**config.mk**
```make
export PLATFORM = sky130hd
export DESIGN_NAME = cpu
export DESIGN_NICKNAME = d
export VERILOG_FILES = /design/src/logic/cpu_pkg.sv /design/src/logic/dp_ctrl_if.sv /design/src/logic/controller_fsm.sv /design/src/logic/cpu.sv /design/src/logic/datapath.sv /design/src/logic/fetch_unit.sv /design/src/logic/instr_decoder.sv /design/src/logic/register_file.sv
export SDC_FILE = /design/constraint.sdc
export NUM_CORES = 1
export LEC_CHECK = 0
export BUFFER_PORTS_ARGS = -buffer_cell sky130_fd_sc_hd__buf_2
export CELL_PAD_IN_SITES_DETAIL_PLACEMENT = 1
export CELL_PAD_IN_SITES_GLOBAL_PLACEMENT = 1
export CORE_MARGIN = 2
export CORE_UTILIZATION = 40
export DETAILED_ROUTE_END_ITERATION = 7
export PLACE_DENSITY_LB_ADDON = 0.15
export REMOVE_ABC_BUFFERS = 1
export SYNTH_ARGS = -nofsm -noshare
export SYNTH_HDL_FRONTEND = slang
export SYNTH_SLANG_ARGS = --single-unit
```
**constraint.sdc**
```tcl
create_clock -name clk -period 16.2 [get_ports clk]
set_clock_uncertainty 0.05 [all_clocks]
set_input_delay 0.81 -clock clk [delete_from_list [all_inputs] [get_ports clk]]
set_output_delay 0.81 -clock clk [all_outputs]
set_load 0.005 [all_outputs]
```
**src/logic/cpu_pkg.sv**
```systemverilog
// widths, opcodes, fsm state codes, memory commands and the instruction word union
package cpu_pkg;

	localparam int word_w = 16;
	localparam int addr_w = 9;
	localparam int reg_w = 3;
	localparam int state_w = 8; // upper nibble = instruction, lower nibble = step

	localparam logic [state_w-1:0] st_reset = 8'h00;
	localparam logic [state_w-1:0] st_if1 = 8'h01;
	localparam logic [state_w-1:0] st_if2 = 8'h02;
	localparam logic [state_w-1:0] st_update_pc = 8'h03;
	localparam logic [state_w-1:0] st_mov_imm = 8'h10;
	localparam logic [state_w-1:0] st_mov_1 = 8'h20; // shared by mov shifted and mvn
	localparam logic [state_w-1:0] st_mov_2 = 8'h21;
	localparam logic [state_w-1:0] st_mov_3 = 8'h22;
	localparam logic [state_w-1:0] st_alu_1 = 8'h30; // add and and
	localparam logic [state_w-1:0] st_alu_2 = 8'h31;
	localparam logic [state_w-1:0] st_alu_3 = 8'h32;
	localparam logic [state_w-1:0] st_alu_4 = 8'h33;
	localparam logic [state_w-1:0] st_cmp_1 = 8'h40;
	localparam logic [state_w-1:0] st_cmp_2 = 8'h41;
	localparam logic [state_w-1:0] st_cmp_3 = 8'h42;
	localparam logic [state_w-1:0] st_ldr_1 = 8'h50;
	localparam logic [state_w-1:0] st_ldr_2 = 8'h51;
	localparam logic [state_w-1:0] st_ldr_3 = 8'h52;
	localparam logic [state_w-1:0] st_ldr_4 = 8'h53;
	localparam logic [state_w-1:0] st_ldr_5 = 8'h54;
	localparam logic [state_w-1:0] st_str_1 = 8'h60;
	localparam logic [state_w-1:0] st_str_2 = 8'h61;
	localparam logic [state_w-1:0] st_str_3 = 8'h62;
	localparam logic [state_w-1:0] st_str_4 = 8'h63;
	localparam logic [state_w-1:0] st_str_5 = 8'h64;
	localparam logic [state_w-1:0] st_str_6 = 8'h65;
	localparam logic [state_w-1:0] st_halt = 8'h70;
	localparam logic [state_w-1:0] st_branch = 8'ha0;

	localparam logic [2:0] opc_mov = 3'b110;
	localparam logic [2:0] opc_alu = 3'b101;
	localparam logic [2:0] opc_ldr = 3'b011;
	localparam logic [2:0] opc_str = 3'b100;
	localparam logic [2:0] opc_halt = 3'b111;
	localparam logic [2:0] opc_branch = 3'b001;

	localparam logic [1:0] alu_add = 2'b00;
	localparam logic [1:0] alu_cmp = 2'b01; // subtract, flags only
	localparam logic [1:0] alu_and = 2'b10;
	localparam logic [1:0] alu_mvn = 2'b11;

	localparam logic [2:0] cond_always = 3'b000;
	localparam logic [2:0] cond_eq = 3'b001;
	localparam logic [2:0] cond_ne = 3'b010;
	localparam logic [2:0] cond_lt = 3'b011;
	localparam logic [2:0] cond_le = 3'b100;

	localparam logic [1:0] mem_none = 2'b00;
	localparam logic [1:0] mem_read = 2'b01;
	localparam logic [1:0] mem_write = 2'b10;

	localparam logic [2:0] nsel_rn = 3'b001;
	localparam logic [2:0] nsel_rd = 3'b010;
	localparam logic [2:0] nsel_rm = 3'b100;

	localparam logic [3:0] vsel_c = 4'b0001;
	localparam logic [3:0] vsel_pc = 4'b0010;
	localparam logic [3:0] vsel_imm = 4'b0100;
	localparam logic [3:0] vsel_mem = 4'b1000;

	typedef union packed {
		struct packed {
			logic [2:0] opcode;
			logic [1:0] op;
			logic [2:0] rn;
			logic [2:0] rd;
			logic [1:0] shift;
			logic [2:0] rm;
		} r; // register format
		struct packed {
			logic [2:0] opcode;
			logic [1:0] op;
			logic [2:0] rn; // also branch condition
			logic [7:0] imm8; // low five bits are imm5
		} i; // immediate format
	} instr_u;

endpackage

```
**src/logic/dp_ctrl_if.sv**
```systemverilog
// controller to datapath command bus with status flags returned
`timescale 1ns/1ps

interface dp_ctrl_if;

	logic [2:0] nsel; // one-hot rn / rd / rm
	logic [3:0] vsel; // one-hot write-back source
	logic write;
	logic loada;
	logic loadb;
	logic loadc;
	logic loads;
	logic asel; // zero in place of a
	logic bsel; // sximm5 in place of shifted b
	logic shift_off;
	logic z;
	logic n;
	logic v;

	modport ctrl (
		output nsel, vsel, write, loada, loadb, loadc, loads, asel, bsel, shift_off,
		input z, n, v
	);

	modport dp (
		input nsel, vsel, write, loada, loadb, loadc, loads, asel, bsel, shift_off,
		output z, n, v
	);

	modport dec (
		input nsel
	);

endinterface

```
**src/logic/controller_fsm.sv**
```systemverilog
// multi-cycle fetch/execute state machine driving datapath and fetch controls
`timescale 1ns/1ps

module controller_fsm
	import cpu_pkg::*;
(
	input logic clk,
	input logic reset,
	input logic [2:0] opcode,
	input logic [1:0] op,
	input logic [2:0] cond,
	dp_ctrl_if.ctrl ctrl,
	output logic load_ir,
	output logic load_pc,
	output logic reset_pc,
	output logic branch_load,
	output logic addr_sel,
	output logic load_addr,
	output logic [1:0] mem_cmd,
	output logic halt
);

	logic [state_w-1:0] state;
	logic [state_w-1:0] next_state;
	logic [state_w-1:0] decoded; // first execute step of the fetched instruction
	logic taken;

	always_ff @(posedge clk) begin
		if (reset)
			state <= st_reset;
		else
			state <= next_state;
	end

	always_comb begin
		case (opcode)
			opc_mov: decoded = op[1] ? st_mov_imm : st_mov_1; // op 10 carries imm8
			opc_alu: begin
				case (op)
					alu_cmp: decoded = st_cmp_1;
					alu_mvn: decoded = st_mov_1; // same steps as mov shifted
					default: decoded = st_alu_1;
				endcase
			end
			opc_ldr: decoded = st_ldr_1;
			opc_str: decoded = st_str_1;
			opc_halt: decoded = st_halt;
			opc_branch: decoded = st_branch;
			default: decoded = st_if1; // unknown opcode runs as a no-op
		endcase
	end

	always_comb begin
		case (state)
			st_reset: next_state = st_if1;
			st_if1: next_state = st_if2;
			st_if2: next_state = st_update_pc;
			st_update_pc: next_state = decoded;
			st_mov_1, st_mov_2, st_alu_1, st_alu_2, st_alu_3, st_cmp_1, st_cmp_2,
			st_ldr_1, st_ldr_2, st_ldr_3, st_ldr_4,
			st_str_1, st_str_2, st_str_3, st_str_4, st_str_5:
				next_state = state + 1'b1; // next step, same instruction
			st_halt: next_state = st_halt; // only reset leaves
			default: next_state = st_if1; // last step of every instruction
		endcase
	end

	always_comb begin
		case (cond)
			cond_always: taken = 1'b1;
			cond_eq: taken = ctrl.z;
			cond_ne: taken = ~ctrl.z;
			cond_lt: taken = ctrl.n ^ ctrl.v;
			cond_le: taken = (ctrl.n ^ ctrl.v) | ctrl.z;
			default: taken = 1'b0;
		endcase
	end

	// imm5 sits in the shift field for memory ops
	assign ctrl.shift_off = (state[7:4] == st_ldr_1[7:4]) || (state[7:4] == st_str_1[7:4]);
	assign halt = (state == st_halt);

	always_comb begin
		ctrl.nsel = nsel_rn;
		ctrl.vsel = vsel_c;
		ctrl.write = 1'b0;
		ctrl.loada = 1'b0;
		ctrl.loadb = 1'b0;
		ctrl.loadc = 1'b0;
		ctrl.loads = 1'b0;
		ctrl.asel = 1'b0;
		ctrl.bsel = 1'b0;
		load_ir = 1'b0;
		load_pc = 1'b0;
		reset_pc = 1'b0;
		branch_load = 1'b0;
		addr_sel = 1'b0;
		load_addr = 1'b0;
		mem_cmd = mem_none;
		case (state)
			st_reset: begin
				reset_pc = 1'b1;
				load_pc = 1'b1;
			end
			st_if1: begin
				addr_sel = 1'b1;
				mem_cmd = mem_read;
			end
			st_if2: begin
				addr_sel = 1'b1;
				mem_cmd = mem_read;
				load_ir = 1'b1;
			end
			st_update_pc: load_pc = 1'b1; // pc + 1
			st_mov_imm: begin
				ctrl.vsel = vsel_imm; // rn <= sximm8
				ctrl.write = 1'b1;
			end
			st_mov_1, st_mov_2: begin
				ctrl.nsel = nsel_rm;
				ctrl.asel = 1'b1; // c <= 0 op shifted rm
				ctrl.loadb = 1'b1;
				ctrl.loadc = 1'b1;
			end
			st_alu_1, st_cmp_1, st_ldr_1, st_str_1: ctrl.loada = 1'b1; // a <= rn
			st_alu_2, st_alu_3: begin
				ctrl.nsel = nsel_rm;
				ctrl.loadb = 1'b1;
				ctrl.loadc = 1'b1;
			end
			st_mov_3, st_alu_4: begin
				ctrl.nsel = nsel_rd;
				ctrl.write = 1'b1;
			end
			st_cmp_2: begin
				ctrl.nsel = nsel_rm; // b <= rm
				ctrl.loadb = 1'b1;
			end
			st_cmp_3: begin
				ctrl.nsel = nsel_rm;
				ctrl.loads = 1'b1; // flags from a - shifted b
			end
			st_ldr_2, st_str_2: begin
				ctrl.bsel = 1'b1; // c <= rn + sximm5
				ctrl.loadc = 1'b1;
			end
			st_ldr_3: begin
				load_addr = 1'b1;
				mem_cmd = mem_read;
			end
			st_ldr_4: mem_cmd = mem_read;
			st_ldr_5: begin
				mem_cmd = mem_read;
				ctrl.nsel = nsel_rd;
				ctrl.vsel = vsel_mem;
				ctrl.write = 1'b1;
			end
			st_str_3: begin
				load_addr = 1'b1;
				mem_cmd = mem_read;
				ctrl.nsel = nsel_rd; // b <= rd
				ctrl.loadb = 1'b1;
			end
			st_str_4: begin
				mem_cmd = mem_read;
				ctrl.asel = 1'b1; // c <= rd, the store value
				ctrl.loadc = 1'b1;
			end
			st_str_5: mem_cmd = mem_read;
			st_str_6: mem_cmd = mem_write;
			st_branch: begin
				branch_load = taken;
				load_pc = taken;
			end
			st_halt: begin
				reset_pc = 1'b1;
				load_pc = 1'b1;
				addr_sel = 1'b1;
			end
			default: ;
		endcase
	end

	a_mem_cmd_legal: assert property (@(posedge clk) disable iff (reset) mem_cmd != 2'b11)
		else $error("mem_cmd took the unused code");

	// register write and memory write never share a cycle
	a_no_dual_write: assert property (@(posedge clk) disable iff (reset)
		!(ctrl.write && mem_cmd == mem_write))
		else $error("register write during memory write");

endmodule

```
**src/logic/cpu.sv**
```systemverilog
// processor top level connecting fetch, decode, control and datapath to memory
`timescale 1ns/1ps

module cpu
	import cpu_pkg::*;
(
	input logic clk,
	input logic reset,
	input logic [word_w-1:0] read_data,
	output logic [1:0] mem_cmd,
	output logic [addr_w-1:0] mem_addr,
	output logic [word_w-1:0] datapath_out,
	output logic halt
);

	dp_ctrl_if ctl_if ();

	instr_u instr;
	logic [2:0] opcode, cond;
	logic [1:0] op, shift;
	logic [word_w-1:0] sximm5, sximm8;
	logic [reg_w-1:0] regnum;
	logic [addr_w-1:0] pc;
	logic load_ir, load_pc, reset_pc, branch_load, addr_sel, load_addr;

	fetch_unit fetch_i (
		.clk(clk),
		.read_data(read_data),
		.load_ir(load_ir),
		.load_pc(load_pc),
		.reset_pc(reset_pc),
		.branch_load(branch_load),
		.load_addr(load_addr),
		.addr_sel(addr_sel),
		.sximm8(sximm8),
		.data_addr(datapath_out[addr_w-1:0]), // c holds the computed address
		.instr(instr),
		.pc(pc),
		.mem_addr(mem_addr)
	);

	instr_decoder dec_i (
		.instr(instr),
		.dp(ctl_if.dec),
		.opcode(opcode),
		.op(op),
		.cond(cond),
		.shift(shift),
		.sximm5(sximm5),
		.sximm8(sximm8),
		.regnum(regnum)
	);

	controller_fsm fsm_i (
		.clk(clk),
		.reset(reset),
		.opcode(opcode),
		.op(op),
		.cond(cond),
		.ctrl(ctl_if.ctrl),
		.load_ir(load_ir),
		.load_pc(load_pc),
		.reset_pc(reset_pc),
		.branch_load(branch_load),
		.addr_sel(addr_sel),
		.load_addr(load_addr),
		.mem_cmd(mem_cmd),
		.halt(halt)
	);

	datapath dp_i (
		.clk(clk),
		.dp(ctl_if.dp),
		.regnum(regnum),
		.shift(shift),
		.sximm5(sximm5),
		.sximm8(sximm8),
		.read_data(read_data),
		.pc(pc),
		.alu_op(op),
		.datapath_out(datapath_out)
	);

endmodule

```
**src/logic/datapath.sv**
```systemverilog
// operand registers, shifter, alu, status flags and write-back select
`timescale 1ns/1ps

module datapath
	import cpu_pkg::*;
(
	input logic clk,
	dp_ctrl_if.dp dp,
	input logic [reg_w-1:0] regnum,
	input logic [1:0] shift,
	input logic [word_w-1:0] sximm5,
	input logic [word_w-1:0] sximm8,
	input logic [word_w-1:0] read_data,
	input logic [addr_w-1:0] pc,
	input logic [1:0] alu_op,
	output logic [word_w-1:0] datapath_out
);

	logic [word_w-1:0] a_q, b_q, c_q;
	logic [word_w-1:0] reg_out, wb_data;
	logic [word_w-1:0] b_shift, ain, bin, alu_out;
	logic [1:0] shift_eff;
	logic b_sign, ovf;

	register_file rf_i (
		.clk(clk),
		.write(dp.write),
		.regnum(regnum),
		.data_in(wb_data),
		.data_out(reg_out)
	);

	always_comb begin
		case (dp.vsel)
			vsel_c: wb_data = c_q;
			vsel_pc: wb_data = {{(word_w-addr_w){1'b0}}, pc};
			vsel_imm: wb_data = sximm8;
			vsel_mem: wb_data = read_data;
			default: wb_data = '0;
		endcase
	end

	always_ff @(posedge clk) begin
		if (dp.loada)
			a_q <= reg_out;
		if (dp.loadb)
			b_q <= reg_out;
		if (dp.loadc)
			c_q <= alu_out;
	end

	assign shift_eff = dp.shift_off ? 2'b00 : shift;

	always_comb begin
		case (shift_eff)
			2'b00: b_shift = b_q;
			2'b01: b_shift = {b_q[word_w-2:0], 1'b0};
			2'b10: b_shift = {1'b0, b_q[word_w-1:1]};
			2'b11: b_shift = {b_q[word_w-1], b_q[word_w-1:1]}; // keeps sign
		endcase
	end

	assign ain = dp.asel ? '0 : a_q;
	assign bin = dp.bsel ? sximm5 : b_shift;

	always_comb begin
		case (alu_op)
			alu_add: alu_out = ain + bin;
			alu_cmp: alu_out = ain - bin;
			alu_and: alu_out = ain & bin;
			alu_mvn: alu_out = ~bin;
		endcase
	end

	// signed overflow, subtract flips the sign of b
	assign b_sign = (alu_op == alu_cmp) ? ~bin[word_w-1] : bin[word_w-1];
	assign ovf = (alu_op == alu_add || alu_op == alu_cmp) &&
		(ain[word_w-1] == b_sign) && (alu_out[word_w-1] != ain[word_w-1]);

	always_ff @(posedge clk) begin
		if (dp.loads) begin
			dp.z <= (alu_out == '0);
			dp.n <= alu_out[word_w-1];
			dp.v <= ovf;
		end
	end

	assign datapath_out = c_q;

	a_v_known: assert property (@(posedge clk) dp.loads |=> !$isunknown(dp.v))
		else $error("overflow flag unknown after status load");

endmodule

```
**src/logic/fetch_unit.sv**
```systemverilog
// program counter, instruction register, data address register and address mux
`timescale 1ns/1ps

module fetch_unit
	import cpu_pkg::*;
(
	input logic clk,
	input logic [word_w-1:0] read_data,
	input logic load_ir,
	input logic load_pc,
	input logic reset_pc,
	input logic branch_load,
	input logic load_addr,
	input logic addr_sel,
	input logic [word_w-1:0] sximm8,
	input logic [addr_w-1:0] data_addr,
	output instr_u instr,
	output logic [addr_w-1:0] pc,
	output logic [addr_w-1:0] mem_addr
);

	logic [addr_w-1:0] next_pc;
	logic [addr_w-1:0] data_addr_q;

	always_comb begin
		if (reset_pc)
			next_pc = '0;
		else if (branch_load)
			next_pc = pc + sximm8[addr_w-1:0]; // pc already points past the branch
		else
			next_pc = pc + 1'b1;
	end

	always_ff @(posedge clk) begin
		if (load_ir)
			instr <= read_data;
		if (load_pc)
			pc <= next_pc;
		if (load_addr)
			data_addr_q <= data_addr;
	end

	// bus parks at zero while the pc is being cleared
	assign mem_addr = reset_pc ? '0 : (addr_sel ? pc : data_addr_q);

	a_ir_addr_excl: assert property (@(posedge clk) !(load_ir && load_addr))
		else $error("instruction and data address loaded together");

endmodule

```
**src/logic/instr_decoder.sv**
```systemverilog
// instruction field split, immediate sign extension and register number select
`timescale 1ns/1ps

module instr_decoder
	import cpu_pkg::*;
(
	input instr_u instr,
	dp_ctrl_if.dec dp,
	output logic [2:0] opcode,
	output logic [1:0] op,
	output logic [2:0] cond,
	output logic [1:0] shift,
	output logic [word_w-1:0] sximm5,
	output logic [word_w-1:0] sximm8,
	output logic [reg_w-1:0] regnum
);

	assign opcode = instr.r.opcode;
	assign op = instr.r.op; // also drives the alu op
	assign cond = instr.i.rn; // branches reuse the rn slot
	assign shift = instr.r.shift;

	assign sximm8 = {{(word_w-8){instr.i.imm8[7]}}, instr.i.imm8};
	assign sximm5 = {{(word_w-5){instr.i.imm8[4]}}, instr.i.imm8[4:0]};

	// one register number serves both read and write
	always_comb begin
		case (dp.nsel)
			nsel_rn: regnum = instr.r.rn;
			nsel_rd: regnum = instr.r.rd;
			nsel_rm: regnum = instr.r.rm;
			default: regnum = '0;
		endcase
	end

endmodule

```
**src/logic/register_file.sv**
```systemverilog
// eight-entry register file, one shared read/write port
`timescale 1ns/1ps

module register_file
	import cpu_pkg::*;
(
	input logic clk,
	input logic write,
	input logic [reg_w-1:0] regnum,
	input logic [word_w-1:0] data_in,
	output logic [word_w-1:0] data_out
);

	logic [word_w-1:0] regs [0:(1<<reg_w)-1];

	always_ff @(posedge clk) begin
		if (write)
			regs[regnum] <= data_in;
	end

	assign data_out = regs[regnum]; // combinational read

endmodule

```
==> results of run 1 <==
critical path, cell delays in order, from the launching register on:
cell and delay [ns]:
dfxtp_1 0.62, nor2b_1 0.95, a211oi_1 0.24, or2_4 0.33, a222oi_1 0.80, ha_1 0.34
nor2_1 0.08, xnor2_1 0.12, ha_1 0.34, a211oi_1 0.42, o21ai_0 0.26, a21oi_1 0.21
xor2_1 0.16, o22ai_1 0.09, a31o_2 0.23, or4_1 0.53, nor4_1 0.28, nand2_1 0.08
nor4_1 0.19
cell type report:
type                       instances  area share (%)
sequential                       221            50.9
timing repair buffer              71            3.27
multi-input combinational        689            35.3
clock inverter                    12           0.894
inverter                          23           0.671
tap                              378            3.67
clock buffer                      32            5.23
worst min path at each step:
stage / startpoint / end / slack (ns)
after detailed placement: dp_i.datapath_out[2] / fetch_i.data_addr_q[2] / 0.53
after floorplan: dp_i.datapath_out[0] / fetch_i.data_addr_q[0] / 0.43
final: read_data[0] / fetch_i.instr[0] / 0.40
after CTS: read_data[0] / fetch_i.instr[0] / 0.38
after global placement: dp_i.datapath_out[2] / fetch_i.data_addr_q[2] / 0.53
after global routing: read_data[3] / fetch_i.instr[3] / 0.39
Yosys cell counts, types with 6 or more instances:
master / instances
nand2b_1: 10
and3_1: 6
edfxtp_1: 213
a31oi_1: 14
a21oi_1: 71
xor2_1: 17
o22ai_1: 23
nand3b_1: 6
nor2_1: 64
nand3_1: 12
inv_1: 23
a21o_1: 13
nand2_1: 115
nor2b_1: 10
and2_1: 25
xnor2_1: 24
a22oi_1: 12
a211oi_1: 46
mux2i_1: 36
ha_1: 29
dfxtp_1: 8
a221o_1: 12
clkbuf_1: 46
nor3_1: 20
o21ai_0: 26
nor4_1: 13
routing by layer:
layer / global-route usage (%) / share of wire (%) / up-vias
met5: 0 / 0 / -
met4: 5.37 / 2.1 / 0
met3: 3.00 / 3.3 / 44
met2: 37.5 / 47 / 140
met1: 31.6 / 47 / 4099
li1: - / - / 3838
state kept, by name, summed over array words and instances, names as in the netlist:
signal / flops
dp_i.dp.z: 1
dp_i.a_q: 16
dp_i.dp.n: 1
dp_i.b_q: 16
fetch_i.data_addr_q: 9
dp_i.datapath_out: 16
dp_i.rf_i.regs: 128
dp_i.dp.v: 1
fsm_i.state: 8
fetch_i.pc: 9
fetch_i.instr: 16
power groups by stage:
stage          sequential [mW]  clock [mW]  combinational, mW
6_report                 0.654       0.546              0.176
5_1_grt                  0.656       0.579              0.196
4_1_cts                  0.655       0.558              0.177
3_5_place_dp             0.667           0              0.175
3_3_place_gp             0.666           0              0.174
2_1_floorplan            0.662           0              0.120
logic make-up after synthesis:
group           after synthesis  synth area share [%]
compound gates              255                  15.0
xor+xnor                     43                  3.45
fa+ha+maj                    31                  3.55
buf+inv                      76                  2.64
flops                       221                  57.8
mux                          40                  3.57
simple gates                320                  14.0
stage by stage:
stage,setup WS (ns),power [mW],instances,hold WS (ns)
after floorplan,10.48,0.782,933,0.426
after global placement,9.96,0.840,1382,0.535
after detailed placement,9.84,0.842,1382,0.526
after CTS,9.82,1.39,1426,0.377
after global routing,9.03,1.43,1426,0.388
final,9.70,1.38,1426,0.397
==> results by group, run 1 <==
Timing
  – Min cycle time layout: ~6.5 ns
  – Final setup fails: 0
  – Slew Viols, Final: 0
  – TNS Setup: 0 ns
  – Worst Max-Slew Pin Slew: approximately 1.1 ns
  – Peak Freq: roughly 0.15 GHz
  – Worst relative slew slack: ~25%
  – Hold Vio Cnt, Final: 0
  – RSZ-0062 raised after global routing: false
  – Final period util: roughly two fifths

Yosys
  – Post-synthesis sequential area ratio: just under 60%
  – Warnings, synthesis: 0
  – Share of the synthesized area in the top cell type: 56.4%
  – Mean Syn Cell Area: 11.5 µm²
  – Share of flip-flops with an asynchronous set or reset: 0%
  – Synth Flop Type: edfxtp_1
  – Cell Area, Synth: between 10000 and 15000 µm²
  – Number of synthesized register bits: approximately 220
  – Yosys top cell by area: edfxtp_1
  – Mapped Cells: around 990
  – Yosys cell types: 70
  – Largest cells by area after synthesis: edfxtp_1, nand2_1, ha_1
  – Number of flops mapped to enable cells by yosys: between 200 and 250

Detailed routing
  – TritonRoute pass-1 iters: 5
  – Routed WL: between 30000 and 40000 µm
  – Antenna Nets Post-Route: 0
  – Post-route DRC violation count: 0
  – Wire per inst: between 20 and 25 µm
  – First DRT Iteration DRCs: between 500 and 600
  – Via count: about 8100
  – Via density: 5.69

Clock network
  – Clk Latency, worst-skew pair: 0.56 ns
  – H-tree level count: 1
  – Deepest clock path buffer count: 3
  – CTS Root Cell: clkbuf_16
  – # hold bufs at CTS: 0
  – TritonCTS clock tree: built
  – # resized after CTS: 0
  – Post-CTS Setup Inserts: 0
  – CTS clk-pin slew, worst paths: ~0.060 ns
  – TritonCTS buffer count: 26
  – CTS sink cnt: between 200 and 250

Power
  – Worst vdd ir: about 0.09 mV
  – Sw frac: 25.8%
  – PwrDens: 107 nW/µm²
  – Combinational Power Share: approximately an eighth
  – Sequential Power Share: between 40% and 50%
  – Int Pwr: roughly 1.0 mW
  – Leak pwr: approximately 4.6 nW
  – Clock power share: between 30% and 40%
  – Switch Pwr: about 0.35 mW

Worst setup path
  – Crit Path Max Fanout: 16
  – Startpoint Class: flop
  – Setup crit end: dp_i.dp.z
  – Setup crit start: fsm_i.state[6]
  – Critical R2R Launch: fsm_i.state[6]
  – WP data required: between 15 and 20 ns
  – FF-to-FF End: dp_i.dp.z
  – Reg2reg path depth: 18
  – Worst Setup End Kind: flop
  – Flop2flop setup slack: between 9 and 10 ns
  – Worst setup path class: reg -> reg
  – Signal arrival time at the worst endpoint: 6.82 ns

Final layout
  – Diodes inserted: 0
  – Post-route cell area: 12900 µm²
  – # nets final: between 1000 and 1500
  – Seq. cell area: ~6600 µm²
  – Area Overhead vs Synth: 13.5%
  – Most frequent cells in the layout: edfxtp_1, nand2_1, a21oi_1
  – Leading cell type in the layout, fill and taps excluded: edfxtp_1
  – Filler cell count: approximately 3000
  – Layout cells sized above 1: a little over an eighth
  – Final core utilization: a little under half
  – Multi-input logic area: 4550 µm²

GRT
  – Largest net degree at the start of global routing: 38
  – GRT Total Usage: 22.6%
  – GR Overflow Total: 0
  – Initial antenna violation count: 0
  – Vias in the first global route: 8264
  – First-pass GRT wire length: roughly 50000 µm

Min path
  – Worst Hold Class: in -> reg
  – Hold Path Depth: 1

Floorplanning
  – Initial Util: between 40% and 50%
  – I/O pin count: 46
  – DIE HEIGHT: between 150 and 200 µm
  – Chip width: 172 µm
  – Die area: ~30000 µm²
  – Core area: approximately 28000 µm²
  – Row count: between 60 and 70

Outcome
  – Outcome: finished, final reports clean

Place
  – Final HPWL DP: between 20000 and 25000 µm
  – GP Congestion: 0.866
  – Placed Area: around 12000 µm²
  – Port Buffer Count: 45

Flow run
  – Max-Cap Viols: 0
(Power assumes the default switching activity.)
==> inputs of run 2 (changes only) <==
--- a/config.mk
+++ b/config.mk
@@ -5,6 +5,7 @@
 export SDC_FILE = /design/constraint.sdc
 export NUM_CORES = 1
 export LEC_CHECK = 0
+export ABC_AREA = 1
 export BUFFER_PORTS_ARGS = -buffer_cell sky130_fd_sc_hd__buf_2
 export CELL_PAD_IN_SITES_DETAIL_PLACEMENT = 1
 export CELL_PAD_IN_SITES_GLOBAL_PLACEMENT = 1
==> constraint.sdc (replaced) <==
create_clock -name clk -period 5.7 [get_ports clk]
set_clock_uncertainty 0.05 [all_clocks]
set_input_delay 0.285 -clock clk [delete_from_list [all_inputs] [get_ports clk]]
set_output_delay 0.285 -clock clk [all_outputs]
set_load 0.005 [all_outputs]
==> run 2 against run 1 <==
Power grew to 3.9 times the previous value. Non-clock buffer count rose by 9. Via count increased by 8.3%. Routed wire length is 6.2% higher.
==> results by group, run 2 <==
Final layout
  – Post-route cell area: 13200 µm² (+2.7%)
  – Area Overhead vs Synth: 14.5%
  – Diodes inserted: 0 (unchanged)
  – Most frequent cells in the layout: nor2_1, edfxtp_1, nand2_1
  – Leading cell type in the layout, fill and taps excluded: nor2_1
  – Max reg flops: 128 (unchanged)
  – Final core utilization: 46.3% (+0.081 points)
  – Reg with most FFs: dp_i.rf_i.regs
  – Layout cells sized above 1: 13.7% (+0.65 points)
  – # nets final: 1328 (+23%)

Worst setup path
  – CP max-delay cell: o21ai_0
  – Worst Setup End Kind: flop
  – Setup crit start: fsm_i.state[6]
  – CP Buf/Inv Count: 3 (+3)
  – Worst path top cell family by delay: simple AND/OR/NAND/NOR gates
  – Crit Path Max Fanout: 12 (-4)
  – Critical R2R Launch: fsm_i.state[6]
  – Reg2reg path depth: 25 (+7)
  – FF-to-FF End: dp_i.dp.v
  – WP data required: 5.94 ns (-10.58 ns)
  – Startpoint Class: flop
  – Worst setup path class: reg -> reg
  – Worst path max stage delay: 0.49 ns (-0.46 ns)
  – Most frequent CP cell: nand3_1
  – Flop2flop setup slack: 1.08 ns (-8.62 ns)
  – Signal arrival time at the worst endpoint: 4.86 ns (-1.96 ns)

Place
  – Placed Area: 12200 µm² (+1.0%)
  – Port Buffer Count: 45 (unchanged)
  – GP Congestion: 0.865 (-0.12%)
  – Final HPWL DP: 25600 µm (+9.4%)
  – Pre-CTS setup slack: 1.12 ns (-8.72 ns)

Power
  – Pwr Total: 5.41 mW (+290%)
  – PwrDens: 409 nW/µm² (+280%)
  – Worst vdd ir: 0.251 mV (+180%)
  – Leak pwr: 5.36 nW (+17%)

Min path
  – Hold EP: fetch_i.instr[5]
  – Worst Hold Class: in -> reg
  – Hold path start: read_data[5]
  – Hold Path Depth: 2 (+1)

GRT
  – GR Overflow Total: 0 (unchanged)
  – GRT Total Usage: 23.4% (+0.74 points)
  – Largest net degree at the start of global routing: 65 (+71%)
  – Initial antenna violation count: 0 (unchanged)
  – First-pass GRT wire length: 53800 µm (+7.3%)
  – Vias in the first global route: 9151 (+11%)

Yosys
  – Mapped Cells: 1204 (+22%)
  – Share of flip-flops with an asynchronous set or reset: 0% (unchanged)
  – Synth Flop Type: edfxtp_1
  – Post-synth top cells: nor2_1, edfxtp_1, nand2_1, inv_1, o21ai_0
  – Number of synthesized register bits: 221 (unchanged)
  – Largest cells by area after synthesis: edfxtp_1, nor2_1, nand2_1
  – Yosys top cell by area: edfxtp_1
  – Most frequent cell after synthesis: nor2_1
  – Yosys cell types: 52 (-26%)
  – Number of flops mapped to enable cells by yosys: 213 (unchanged)
  – Mean Syn Cell Area: 9.58 µm² (-17%)
  – Post-synthesis sequential area ratio: 56.8% (-0.99 points)
  – Share of the synthesized area in the top cell type: 55.4% (-0.97 points)
  – Cell Area, Synth: 11500 µm² (+1.7%)
  – Warnings, synthesis: 0 (unchanged)

Timing
  – Final period util: 81.1% (+41 points)
  – Setup WS post-layout: 1.08 ns (-8.62 ns)
  – RSZ-0062 raised after global routing: false
  – Final setup fails: 0 (unchanged)
  – Min cycle time layout: 4.62 ns (-1.88 ns)
  – Slew Viols, Final: 0 (unchanged)
  – Peak Freq: 0.216 GHz (+41%)
  – Hold Vio Cnt, Final: 0 (unchanged)
  – Worst relative slew slack: 23.9% (-1.3 points)
  – Worst Max-Slew Pin Slew: 1.14 ns (+0.0181 ns)
  – TNS Setup: 0 ns (unchanged)

Clock network
  – # hold bufs at CTS: 17 (+17)
  – H-tree level count: 1 (unchanged)
  – TritonCTS clock tree: built
  – CTS sink cnt: 221 (unchanged)
  – CTS clk-pin slew, worst paths: 0.06 ns (about the same)
  – TritonCTS buffer count: 25 (-3.8%)
  – CTS Root Cell: clkbuf_16
  – Post-CTS Setup Inserts: 0 (unchanged)
  – Clk Latency, worst-skew pair: 0.54 ns (-0.02 ns)
  – # resized after CTS: 0 (unchanged)
  – Deepest clock path buffer count: 3 (unchanged)

Detailed routing
  – Via count: 8799 (+8.3%)
  – Antenna Nets Post-Route: 0 (unchanged)
  – WL met3: 1320 µm (+21%)
  – Met1 wire length: 15500 µm (+0.14%)
  – Post-route DRC violation count: 0 (unchanged)
  – Wire length on met2: 17200 µm (+10%)
  – First DRT Iteration DRCs: 514 (-11%)
  – Via density: 5.23 (-8.1%)
  – Uppermost routed layer: met4
  – Routed WL: 34900 µm (+6.2%)
  – TritonRoute pass-1 iters: 5 (unchanged)
  – Wire per inst: 20.7 µm (-9.9%)

Floorplanning
  – Core area: 28500 µm² (+2.5%)
  – Chip width: 174 µm (+0.85%)
  – DIE HEIGHT: 174 µm (+0.85%)
  – Die area: 30200 µm² (+1.7%)
  – I/O pin count: 46 (unchanged)
  – Initial Util: 40.4% (-0.29 points)
  – Row count: 62 (+1.6%)

Outcome
  – Outcome: finished, final reports clean

Flow run
  – Max-Cap Viols: 0 (unchanged)
run 2: cell count changes after synthesis, moves of 21 or more:
cell | previous run | this run
nor2_1 | 64 | 221
inv_1 | 23 | 120
nand2_1 | 115 | 176
nand3_1 | 12 | 70
o21ai_0 | 26 | 83
a211oi_1 | 46 | 1
mux2i_1 | 36 | 0
a21oi_1 | 71 | 39
clkbuf_1 | 46 | 18
and2_1 | 25 | 1
o211ai_1 | 2 | 25
nand4_1 | 5 | 26
run 2: cell families (layout without fill, tap and decap cells):
kind of cell    after synthesis  after routing  synth area share, %
buf+inv                     171            264                 6.12
flops                       221            221                 56.8
xor+xnor                     25             25                 1.90
compound gates              189            189                 9.56
fa+ha+maj                    31             31                 3.49
simple gates                567            567                 22.1
run 2: worst max path at each step:
stage / end / cells after the start
final: dp_i.dp.v / 25
after global routing: dp_i.dp.z / 24
after CTS: dp_i.dp.v / 23
after detailed placement: dp_i.dp.v / 23
after global placement: dp_i.dp.v / 23
after floorplan: dp_i.rf_i.regs[4][0] / 14
run 2: metal layers:
| metal | GRT usage [%] | up-vias |
|---|---|---|
| li1 | - | 4257 |
| met4 | 6.62 | 0 |
| met2 | 40.6 | 162 |
| met3 | 3.07 | 52 |
| met1 | 30.7 | 4328 |
| met5 | 0 | - |
run 2: stage by stage:
stage | instances | hold WS [ns]
after floorplan | 1172 | 0.304
after global placement | 1619 | 0.435
after detailed placement | 1619 | 0.432
after CTS | 1681 | 0.403
after global routing | 1681 | 0.416
final | 1681 | 0.423
run 2: worst register-to-register path: stages (launching register included):
cell	delay [ns]
dfxtp_1	0.40
inv_2	0.07
nor2_2	0.16
nand2_2	0.15
nand3_2	0.24
inv_1	0.15
nand2_1	0.08
nand3_1	0.07
o21ai_1	0.13
ha_1	0.22
nand3_1	0.13
nor2_1	0.16
nor2_1	0.07
xor2_1	0.14
ha_1	0.37
nand4_1	0.10
o21ai_0	0.31
a21boi_0	0.19
o21ai_0	0.49
nand2_1	0.11
nand3_1	0.11
inv_1	0.04
nand3_1	0.08
nand3_2	0.11
a21oi_1	0.15
nor2_1	0.06
run 2: layout make-up:
class	count	area, µm²
multi-input combinational	812	4280
timing repair buffer	80	531
tap	384	480
sequential	221	6560
inverter	139	527
clock buffer	31	658
clock inverter	14	176
fill	3325	15300
run 2: power breakdown:
part | internal, mW | switching, mW
clock network | 0.999 | 0.659
logic | 0.537 | 1.18
registers | 1.96 | 0.0747
total | 3.50 | 1.91
